<file path="src/source/audio_pkg.sv">
package audio_pkg;

	// audio sample and SRAM geometry
	localparam int SAMPLE_W = 16;
	localparam int ADDR_W   = 20;
	localparam int SPEED_W  = 3;

	// tick count width, up to 63
	localparam int TIME_W   = 6;

	typedef logic [SAMPLE_W-1:0] sample_t;
	typedef logic [ADDR_W-1:0]   addr_t;

	// 0 or 1 both mean factor 1
	typedef logic [SPEED_W-1:0]  speed_t;

	typedef enum logic [2:0] {
		MODE_IDLE       = 3'd0,
		MODE_REC        = 3'd1,
		MODE_REC_PAUSE  = 3'd2,
		MODE_PLAY       = 3'd3,
		MODE_PLAY_PAUSE = 3'd4
	} rec_mode_t;

endpackage

</file>
<file path="src/source/display_pkg.sv">
package display_pkg;

	// segment order is g f e d c b a, low means lit
	typedef logic [6:0] seg_t;

	localparam seg_t SEG_DIGITS [10] = '{
		7'b1000000,
		7'b1111001,
		7'b0100100,
		7'b0110000,
		7'b0011001,
		7'b0010010,
		7'b0000010,
		7'b1111000,
		7'b0000000,
		7'b0010000
	};

endpackage

</file>
<file path="src/source/key_debounce.sv">
`timescale 1ns/1ns

module key_debounce #(
	parameter int DEBOUNCE_CYCLES = 50000
) (
	input  logic i_clk,
	input  logic i_rst,
	input  logic i_key_n,
	output logic o_press
);

	localparam int CNT_W = $clog2(DEBOUNCE_CYCLES + 1);

	logic             key_s1;
	logic             key_s2;
	logic [CNT_W-1:0] low_cnt;

	always_ff @(posedge i_clk) begin
		if (i_rst) begin
			// released key idles high
			key_s1  <= 1'b1;
			key_s2  <= 1'b1;
			low_cnt <= '0;
			o_press <= 1'b0;
		end else begin
			key_s1  <= i_key_n;
			key_s2  <= key_s1;
			o_press <= 1'b0;
			if (key_s2) begin
				low_cnt <= '0;
			end else if (low_cnt != CNT_W'(DEBOUNCE_CYCLES)) begin
				low_cnt <= low_cnt + 1'b1;
				// fires once, counter then holds until release
				if (low_cnt == CNT_W'(DEBOUNCE_CYCLES - 1))
					o_press <= 1'b1;
			end
		end
	end

endmodule

</file>
<file path="src/source/aud_capture.sv">
`timescale 1ns/1ns

module aud_capture
	import audio_pkg::*;
(
	input  logic    i_clk,
	input  logic    i_rst,
	input  logic    i_aud_bclk,
	input  logic    i_aud_lrck,
	input  logic    i_aud_adcdat,
	output sample_t o_sample,
	output logic    o_frame
);

	localparam int BIT_W = $clog2(SAMPLE_W);

	// two sync stages plus one history stage
	logic [2:0]       bclk_sr;
	logic [2:0]       lrck_sr;
	logic [1:0]       dat_sr;
	logic             bclk_rise;
	logic             lrck_fall;
	logic             busy;
	logic [BIT_W-1:0] bit_cnt;
	sample_t          shift_reg;

	assign bclk_rise = bclk_sr[1] & ~bclk_sr[2];
	assign lrck_fall = lrck_sr[2] & ~lrck_sr[1];
	assign o_sample  = shift_reg;

	always_ff @(posedge i_clk) begin
		if (i_rst) begin
			bclk_sr <= '0;
			lrck_sr <= '0;
			dat_sr  <= '0;
			busy    <= 1'b0;
			bit_cnt <= '0;
			o_frame <= 1'b0;
		end else begin
			bclk_sr <= {bclk_sr[1:0], i_aud_bclk};
			lrck_sr <= {lrck_sr[1:0], i_aud_lrck};
			dat_sr  <= {dat_sr[0], i_aud_adcdat};
			o_frame <= 1'b0;
			if (lrck_fall) begin
				// left half-frame starts
				busy    <= 1'b1;
				bit_cnt <= '0;
			end else if (busy && bclk_rise) begin
				bit_cnt <= bit_cnt + 1'b1;
				if (bit_cnt == BIT_W'(SAMPLE_W - 1)) begin
					busy    <= 1'b0;
					o_frame <= 1'b1;
				end
			end
		end
	end

	// data path lines up with bclk_sr[1]
	always_ff @(posedge i_clk) begin
		if (busy && bclk_rise && !lrck_fall)
			shift_reg <= {shift_reg[SAMPLE_W-2:0], dat_sr[1]};
	end

endmodule

</file>
<file path="src/source/rec_play_ctrl.sv">
`timescale 1ns/1ns

module rec_play_ctrl
	import audio_pkg::*;
#(
	parameter int FRAMES_PER_TICK = 32000
) (
	input  logic              i_clk,
	input  logic              i_rst,
	input  logic              i_rec_press,
	input  logic              i_play_press,
	input  logic              i_stop_press,
	input  logic              i_frame,
	input  sample_t           i_sample,
	input  speed_t            i_speed,
	input  logic              i_fast,
	input  logic              i_slow,
	input  sample_t           i_sram_rdata,
	output addr_t             o_sram_addr,
	output sample_t           o_sram_wdata,
	output logic              o_sram_we_n,
	output sample_t           o_dac_sample,
	output logic              o_dac_load,
	output rec_mode_t         o_mode,
	output logic [TIME_W-1:0] o_rec_time,
	output logic [TIME_W-1:0] o_play_time
);

	localparam int FRM_W = $clog2(FRAMES_PER_TICK + 1);

	addr_t            rec_addr;
	addr_t            rec_len;
	addr_t            play_addr;
	speed_t           slow_cnt;
	logic [FRM_W-1:0] rec_frm;
	logic [FRM_W-1:0] play_frm;
	logic             rd_pend;
	logic             rd_valid;
	addr_t            factor;
	addr_t            step;
	logic             slow_due;

	// speed factor and per-frame address step, fast beats slow
	assign factor   = (i_speed > speed_t'(1)) ? addr_t'(i_speed) : addr_t'(1);
	assign slow_due = (addr_t'(slow_cnt) + addr_t'(1)) >= factor;

	always_comb begin
		if (i_fast)
			step = factor;
		else if (i_slow)
			step = slow_due ? addr_t'(1) : '0;
		else
			step = addr_t'(1);
	end

	always_ff @(posedge i_clk) begin
		if (i_rst) begin
			o_mode       <= MODE_IDLE;
			rec_addr     <= '0;
			rec_len      <= '0;
			play_addr    <= '0;
			slow_cnt     <= '0;
			rec_frm      <= '0;
			play_frm     <= '0;
			o_rec_time   <= '0;
			o_play_time  <= '0;
			o_sram_addr  <= '0;
			o_sram_we_n  <= 1'b1;
			rd_pend      <= 1'b0;
			rd_valid     <= 1'b0;
			o_dac_load   <= 1'b0;
			o_dac_sample <= '0;
		end else begin
			o_sram_we_n <= 1'b1;
			rd_pend     <= 1'b0;
			// read data comes back one cycle after the address
			o_dac_load  <= rd_pend;
			if (rd_pend)
				o_dac_sample <= rd_valid ? i_sram_rdata : '0;

			if (i_stop_press) begin
				o_mode <= MODE_IDLE;
			end else if (i_rec_press) begin
				case (o_mode)
					MODE_IDLE: begin
						rec_addr   <= '0;
						rec_len    <= '0;
						rec_frm    <= '0;
						o_rec_time <= '0;
						o_mode     <= MODE_REC;
					end
					MODE_REC:       o_mode <= MODE_REC_PAUSE;
					MODE_REC_PAUSE: o_mode <= MODE_REC;
					default: ;
				endcase
			end else if (i_play_press) begin
				case (o_mode)
					MODE_IDLE: begin
						play_addr   <= '0;
						slow_cnt    <= '0;
						play_frm    <= '0;
						o_play_time <= '0;
						o_mode      <= MODE_PLAY;
					end
					MODE_PLAY:       o_mode <= MODE_PLAY_PAUSE;
					MODE_PLAY_PAUSE: o_mode <= MODE_PLAY;
					default: ;
				endcase
			end

			// frame work comes last so end-of-memory stops win
			if (i_frame) begin
				rd_pend  <= 1'b1;
				rd_valid <= 1'b0;
				if (o_mode == MODE_REC) begin
					if (rec_addr == '1) begin
						o_mode <= MODE_IDLE;
					end else begin
						o_sram_addr  <= rec_addr;
						o_sram_wdata <= i_sample;
						o_sram_we_n  <= 1'b0;
						rec_addr     <= rec_addr + 1'b1;
						rec_len      <= rec_addr + 1'b1;
						if (rec_frm == FRM_W'(FRAMES_PER_TICK - 1)) begin
							rec_frm <= '0;
							if (o_rec_time != TIME_W'(59))
								o_rec_time <= o_rec_time + 1'b1;
						end else begin
							rec_frm <= rec_frm + 1'b1;
						end
					end
				end else if (o_mode == MODE_PLAY) begin
					// fast steps may overshoot the end
					if (play_addr >= rec_len) begin
						o_mode <= MODE_IDLE;
					end else begin
						o_sram_addr <= play_addr;
						rd_valid    <= 1'b1;
						play_addr   <= play_addr + step;
						if (i_slow && !i_fast)
							slow_cnt <= slow_due ? '0 : slow_cnt + 1'b1;
						else
							slow_cnt <= '0;
						if (play_frm == FRM_W'(FRAMES_PER_TICK - 1)) begin
							play_frm <= '0;
							if (o_play_time != TIME_W'(59))
								o_play_time <= o_play_time + 1'b1;
						end else begin
							play_frm <= play_frm + 1'b1;
						end
					end
				end
			end
		end
	end

endmodule

</file>
<file path="src/source/aud_playback.sv">
`timescale 1ns/1ns

module aud_playback
	import audio_pkg::*;
(
	input  logic    i_clk,
	input  logic    i_rst,
	input  logic    i_aud_bclk,
	input  logic    i_aud_lrck,
	input  sample_t i_dac_sample,
	input  logic    i_dac_load,
	output logic    o_aud_dacdat
);

	logic [2:0] bclk_sr;
	logic [2:0] lrck_sr;
	logic       bclk_fall;
	logic       lrck_fall;
	sample_t    pend_word;
	sample_t    shift_reg;

	assign bclk_fall    = bclk_sr[2] & ~bclk_sr[1];
	assign lrck_fall    = lrck_sr[2] & ~lrck_sr[1];
	assign o_aud_dacdat = shift_reg[SAMPLE_W-1];

	always_ff @(posedge i_clk) begin
		if (i_rst) begin
			bclk_sr   <= '0;
			lrck_sr   <= '0;
			pend_word <= '0;
			shift_reg <= '0;
		end else begin
			bclk_sr <= {bclk_sr[1:0], i_aud_bclk};
			lrck_sr <= {lrck_sr[1:0], i_aud_lrck};
			// held until the next left half-frame
			if (i_dac_load)
				pend_word <= i_dac_sample;
			if (lrck_fall)
				shift_reg <= pend_word;
			else if (bclk_fall)
				// zeros fill in, so the right half stays low
				shift_reg <= {shift_reg[SAMPLE_W-2:0], 1'b0};
		end
	end

endmodule

</file>
<file path="src/source/time_display.sv">
`timescale 1ns/1ns

module time_display
	import audio_pkg::*;
	import display_pkg::*;
(
	input  logic [TIME_W-1:0] i_rec_time,
	input  logic [TIME_W-1:0] i_play_time,
	output seg_t              o_rec_tens,
	output seg_t              o_rec_ones,
	output seg_t              o_play_tens,
	output seg_t              o_play_ones
);

	// blank digit for anything past 9
	function automatic seg_t seg_of(input logic [3:0] digit);
		seg_of = (digit < 4'd10) ? SEG_DIGITS[digit] : '1;
	endfunction

	logic [TIME_W-1:0] rec_tens;
	logic [TIME_W-1:0] rec_ones;
	logic [TIME_W-1:0] play_tens;
	logic [TIME_W-1:0] play_ones;

	assign rec_tens  = i_rec_time / TIME_W'(10);
	assign rec_ones  = i_rec_time % TIME_W'(10);
	assign play_tens = i_play_time / TIME_W'(10);
	assign play_ones = i_play_time % TIME_W'(10);

	assign o_rec_tens  = seg_of(rec_tens[3:0]);
	assign o_rec_ones  = seg_of(rec_ones[3:0]);
	assign o_play_tens = seg_of(play_tens[3:0]);
	assign o_play_ones = seg_of(play_ones[3:0]);

endmodule

</file>
<file path="src/source/audio_rec_top.sv">
`timescale 1ns/1ns

module audio_rec_top
	import audio_pkg::*;
	import display_pkg::*;
#(
	parameter int DEBOUNCE_CYCLES = 50000,
	parameter int FRAMES_PER_TICK = 32000
) (
	input  logic      i_clk,
	input  logic      i_rst,
	// bit 0 record/pause, bit 1 play/pause, bit 2 stop
	input  logic [2:0] i_key_n,
	input  speed_t    i_speed,
	input  logic      i_fast,
	input  logic      i_slow,
	input  logic      i_aud_bclk,
	input  logic      i_aud_lrck,
	input  logic      i_aud_adcdat,
	output logic      o_aud_dacdat,
	output addr_t     o_sram_addr,
	output sample_t   o_sram_wdata,
	output logic      o_sram_we_n,
	input  sample_t   i_sram_rdata,
	output rec_mode_t o_mode,
	output seg_t      o_rec_tens,
	output seg_t      o_rec_ones,
	output seg_t      o_play_tens,
	output seg_t      o_play_ones
);

	logic [2:0]        press;
	sample_t           adc_sample;
	logic              frame;
	sample_t           dac_sample;
	logic              dac_load;
	logic [TIME_W-1:0] rec_time;
	logic [TIME_W-1:0] play_time;

	for (genvar k = 0; k < 3; k++) begin : g_key
		key_debounce #(
			.DEBOUNCE_CYCLES(DEBOUNCE_CYCLES)
		) i_key_debounce (
			.i_clk  (i_clk),
			.i_rst  (i_rst),
			.i_key_n(i_key_n[k]),
			.o_press(press[k])
		);
	end

	aud_capture i_aud_capture (
		.i_clk       (i_clk),
		.i_rst       (i_rst),
		.i_aud_bclk  (i_aud_bclk),
		.i_aud_lrck  (i_aud_lrck),
		.i_aud_adcdat(i_aud_adcdat),
		.o_sample    (adc_sample),
		.o_frame     (frame)
	);

	rec_play_ctrl #(
		.FRAMES_PER_TICK(FRAMES_PER_TICK)
	) i_rec_play_ctrl (
		.i_clk       (i_clk),
		.i_rst       (i_rst),
		.i_rec_press (press[0]),
		.i_play_press(press[1]),
		.i_stop_press(press[2]),
		.i_frame     (frame),
		.i_sample    (adc_sample),
		.i_speed     (i_speed),
		.i_fast      (i_fast),
		.i_slow      (i_slow),
		.i_sram_rdata(i_sram_rdata),
		.o_sram_addr (o_sram_addr),
		.o_sram_wdata(o_sram_wdata),
		.o_sram_we_n (o_sram_we_n),
		.o_dac_sample(dac_sample),
		.o_dac_load  (dac_load),
		.o_mode      (o_mode),
		.o_rec_time  (rec_time),
		.o_play_time (play_time)
	);

	aud_playback i_aud_playback (
		.i_clk       (i_clk),
		.i_rst       (i_rst),
		.i_aud_bclk  (i_aud_bclk),
		.i_aud_lrck  (i_aud_lrck),
		.i_dac_sample(dac_sample),
		.i_dac_load  (dac_load),
		.o_aud_dacdat(o_aud_dacdat)
	);

	time_display i_time_display (
		.i_rec_time (rec_time),
		.i_play_time(play_time),
		.o_rec_tens (o_rec_tens),
		.o_rec_ones (o_rec_ones),
		.o_play_tens(o_play_tens),
		.o_play_ones(o_play_ones)
	);

endmodule

</file>
<file path="config.mk">
export PLATFORM = sky130hd
export DESIGN_NAME = audio_rec_top
export DESIGN_NICKNAME = d
export VERILOG_FILES = /design/src/source/audio_pkg.sv /design/src/source/display_pkg.sv /design/src/source/key_debounce.sv /design/src/source/aud_capture.sv /design/src/source/rec_play_ctrl.sv /design/src/source/aud_playback.sv /design/src/source/time_display.sv /design/src/source/audio_rec_top.sv
export SDC_FILE = /design/constraint.sdc
export NUM_CORES = 1
export LEC_CHECK = 0
export ABC_AREA = 0
export BUFFER_PORTS_ARGS = -buffer_cell sky130_fd_sc_hd__buf_2
export CAP_MARGIN = 5
export CORE_UTILIZATION = 50
export DETAILED_ROUTE_END_ITERATION = 6
export PLACE_DENSITY_LB_ADDON = 0.08
export SYNTH_ARGS = -nofsm -noshare
export SYNTH_HDL_FRONTEND = slang
export SYNTH_SLANG_ARGS = --single-unit
</file>
<file path="constraint.sdc">
create_clock -name i_clk -period 7.1 [get_ports i_clk]
set_input_delay 0 -clock i_clk [delete_from_list [all_inputs] [get_ports i_clk]]
set_output_delay 0 -clock i_clk [all_outputs]
set_load 0.1 [all_outputs]
</file>
==> run summary <==
Syn Nets: 1762
CTS Sinks: 283
First-pass GRT wire length: 53.7 mm
DIE HEIGHT: 170 µm
Max cap viols: 0
Class of the worst hold path: input port to register
Rows: 61
Max reg flops: 48
Pins Over Slew Limit: 0
Critical Path Source Type: register
# IOs: 98
Max Root-Sink Buffers: 3
Sequential power share: 0.508
Count of cell types in the netlist: 75
Cells along the critical path: inv_1, ha_1, nand2b_1, a2111oi_0, a311o_1, nand2_1, nor3b_1, a21oi_1, ha_1, nand2_1, nand2_1, a221oi_1, a31o_2, buf_2
Overflow after GRT: 0
Via count of the first global-routing pass: 10800
Post-DR vias/cell: 5.62
Int Pwr: 2.51 mW
Crit. End Element: output port
Setup TNS Final: 0 ns
# H-tree levels: 1
Share of cells above drive strength 1: 0.113
Clock Skew: 0.00963 ns
Tot GR Track Use: 0.224
Placer Congestion: 0.880
Final WL: 32.4 mm
Switch share: 0.218
Area after DPL: 14800 µm²
Non-filler instance count after layout: 2146
Most Frequent Cell on Critical Path: nand2_1
DRT Pass-1 Iters: 5
Post-DP HPWL: 21.8 mm
Combinational fraction of design power: 0.023
Post-layout net count: 1834
Max-slew headroom: 0.196
Commonest non-fill, non-tap cells in the layout: dfxtp_1 (251), nor2_1 (190), nand2_1 (157), a21oi_1 (141), buf_2 (96)
DR iter-0 viols: 906
Reg clk slew, reported paths: 0.06 ns
Worst Setup Path Type: register to output port
Routed len/inst: 15.1 µm
Sequential area share after synthesis: 0.423
CP Max Fanout: 18
Port bufs: 97
Maximum clock rate: 210 MHz
Final hold violation count: 0
Diode count: 0
Critical path arrival: 4.77 ns
Die span in x: 170 µm
Synthesized instance count: 1673
CP required: 7.10 ns
Drt drc: 0
Clk pwr share: 0.469
Net Sw Power: 0.700 mW
Initial Util: 0.509
Vias: 12100
Final period util: 0.672
Number of gates resized after CTS: 0
Asr flop ratio synth: 0
Commonest non-fill, non-tap cell in the layout: dfxtp_1
Clk_lat worst skew: 0.56 ns
Yosys warns: 0
Initial antenna violation count: 0
Power per Cell Area: 200 nW/µm²
Post-layout util: 0.578
Ys flop type: dfxtp_1
TritonCTS Buffers: 31
Max incr delay on CP: 0.68 ns
TritonCTS clock tree: built
Largest net degree at the start of global routing: 70
Clk root buf: clkbuf_16
Biggest register: g_key.i_key_debounce.low_cnt
Max stage delay cell, worst path: dfxtp_1
Post-Place Cells: 2062
FILL cells: 2560
Post-synth EDFFs: 32
Leak pwr: 6.11 nW
Antenna Nets Post-Route: 0
Finished Cell Area: 16000 µm²
Worst vdd ir: 0.000184 V
Area added between synthesis and finish: 13.5%
Syn Area/Cell: 8.45 µm²
Die Footprint: 29000 µm²
Synthesized cell area: 14100 µm²
Core Area: 27800 µm²
Setup Viol. Count Final: 0
RSZ-0062 raised after global routing: false
Synthesis-stage register bit count: 283
Outcome: completed
Slew @ Worst Pin: 1.21 ns
Final min period: 4.77 ns
worst max-delay path: cells and delay by family, from the launching register on:
family                   cells  cell delay [ns]
AO/OA/AOI/OAI                5             1.68
adder cells (fa/ha/maj)      2             0.71
flip-flops                   1             0.68
buffers and inverters        2             0.59
AND/OR/NAND/NOR              5             0.56
kinds of logic after synthesis:
| kind of cell | count (synthesis) | synth area share |
|---|---|---|
| XOR/XNOR | 59 | 0.0365 |
| multiplexers | 28 | 0.0203 |
| AND/OR/NAND/NOR | 681 | 0.238 |
| AO/OA/AOI/OAI | 395 | 0.182 |
| flip-flops | 283 | 0.423 |
| adder cells (fa/ha/maj) | 60 | 0.0536 |
| buffers and inverters | 167 | 0.0464 |
synthesized netlist by cell type, types with 8 or more instances:
master,n,area share
a211oi_1,10,0.0053
a21o_1,28,0.015
a21oi_1,141,0.050
a221o_1,8,0.0057
a22o_1,25,0.015
a311oi_1,32,0.020
a31oi_1,8,0.0035
and2_1,9,0.0040
and3_1,31,0.014
buf_2,19,0.0067
clkbuf_1,71,0.019
dfxtp_1,251,0.36
edfxtp_1,32,0.068
ha_1,59,0.052
inv_1,69,0.018
mux2i_1,23,0.016
nand2_1,157,0.042
nand2b_1,9,0.0040
nand3_1,86,0.030
nand3b_1,11,0.0058
nand4_1,24,0.011
nor2_1,191,0.051
nor2b_1,38,0.017
nor3_1,26,0.0092
nor3b_1,9,0.0048
nor4_1,8,0.0035
o211ai_1,14,0.0074
o21ai_0,65,0.023
o22ai_1,8,0.0035
or2_2,20,0.0088
or3_1,26,0.012
or4_1,11,0.0058
xnor2_1,20,0.012
xor2_1,39,0.024
metal layers:
layer,part of all wire,track usage,up-vias
met5,0,0,-
met4,0.015,0.0474,0
met1,0.48,0.315,5614
li1,-,-,6113
met2,0.45,0.365,281
met3,0.055,0.0302,48
cell type report:
cell class | count | area [µm²] | area share
clock inverters | 20 | 139 | 0.00865
inverters | 70 | 263 | 0.0164
well taps | 378 | 473 | 0.0295
repair buffers | 136 | 851 | 0.0530
flip-flops and latches | 283 | 5990 | 0.373
clock buffers | 36 | 815 | 0.0508
multi-input cells | 1223 | 7520 | 0.469
repair_timing:
action	CTS	global route
setup buffers	0	0
endpoints found under the hold margin	35	0
hold buffers	28	0
path summary, 6_finish.rpt:
check        slack [ns]  cells past startpoint                             end                            from
min reg2reg        0.41                      1  g_key[0].i_key_debounce.key_s2  g_key[0].i_key_debounce.key_s1
max reg2reg        3.12                     18   i_rec_play_ctrl.play_addr[12]     i_rec_play_ctrl.slow_cnt[0]
max                2.33                     14                   o_rec_ones[3]   i_rec_play_ctrl.o_rec_time[3]
min                0.05                      5    i_rec_play_ctrl.play_addr[1]                          i_fast
metrics by stage:
| stage | total power, mW | setup slack (ns) | hold slack, ns |
|---|---|---|---|
| floorplan | 1.70 | 1.63 | 0.104 |
| global placement | 1.73 | 3.12 | 0.183 |
| detailed placement | 1.73 | 2.99 | 0.184 |
| CTS | 3.25 | 2.38 | 0.0584 |
| global route | 3.33 | 1.88 | 0.102 |
| finish | 3.21 | 2.33 | 0.0494 |
power by group through the flow:
stage / Combinational (mW) / Sequential (mW) / Clock (mW)
after floorplan: 0.0412 / 1.66 / 0
after global placement: 0.0639 / 1.66 / 0
after detailed placement: 0.0646 / 1.66 / 0
after CTS: 0.0756 / 1.63 / 1.55
after global routing: 0.0831 / 1.63 / 1.62
final: 0.0747 / 1.63 / 1.50
Note: power is estimated with default switching activity, not from simulation.
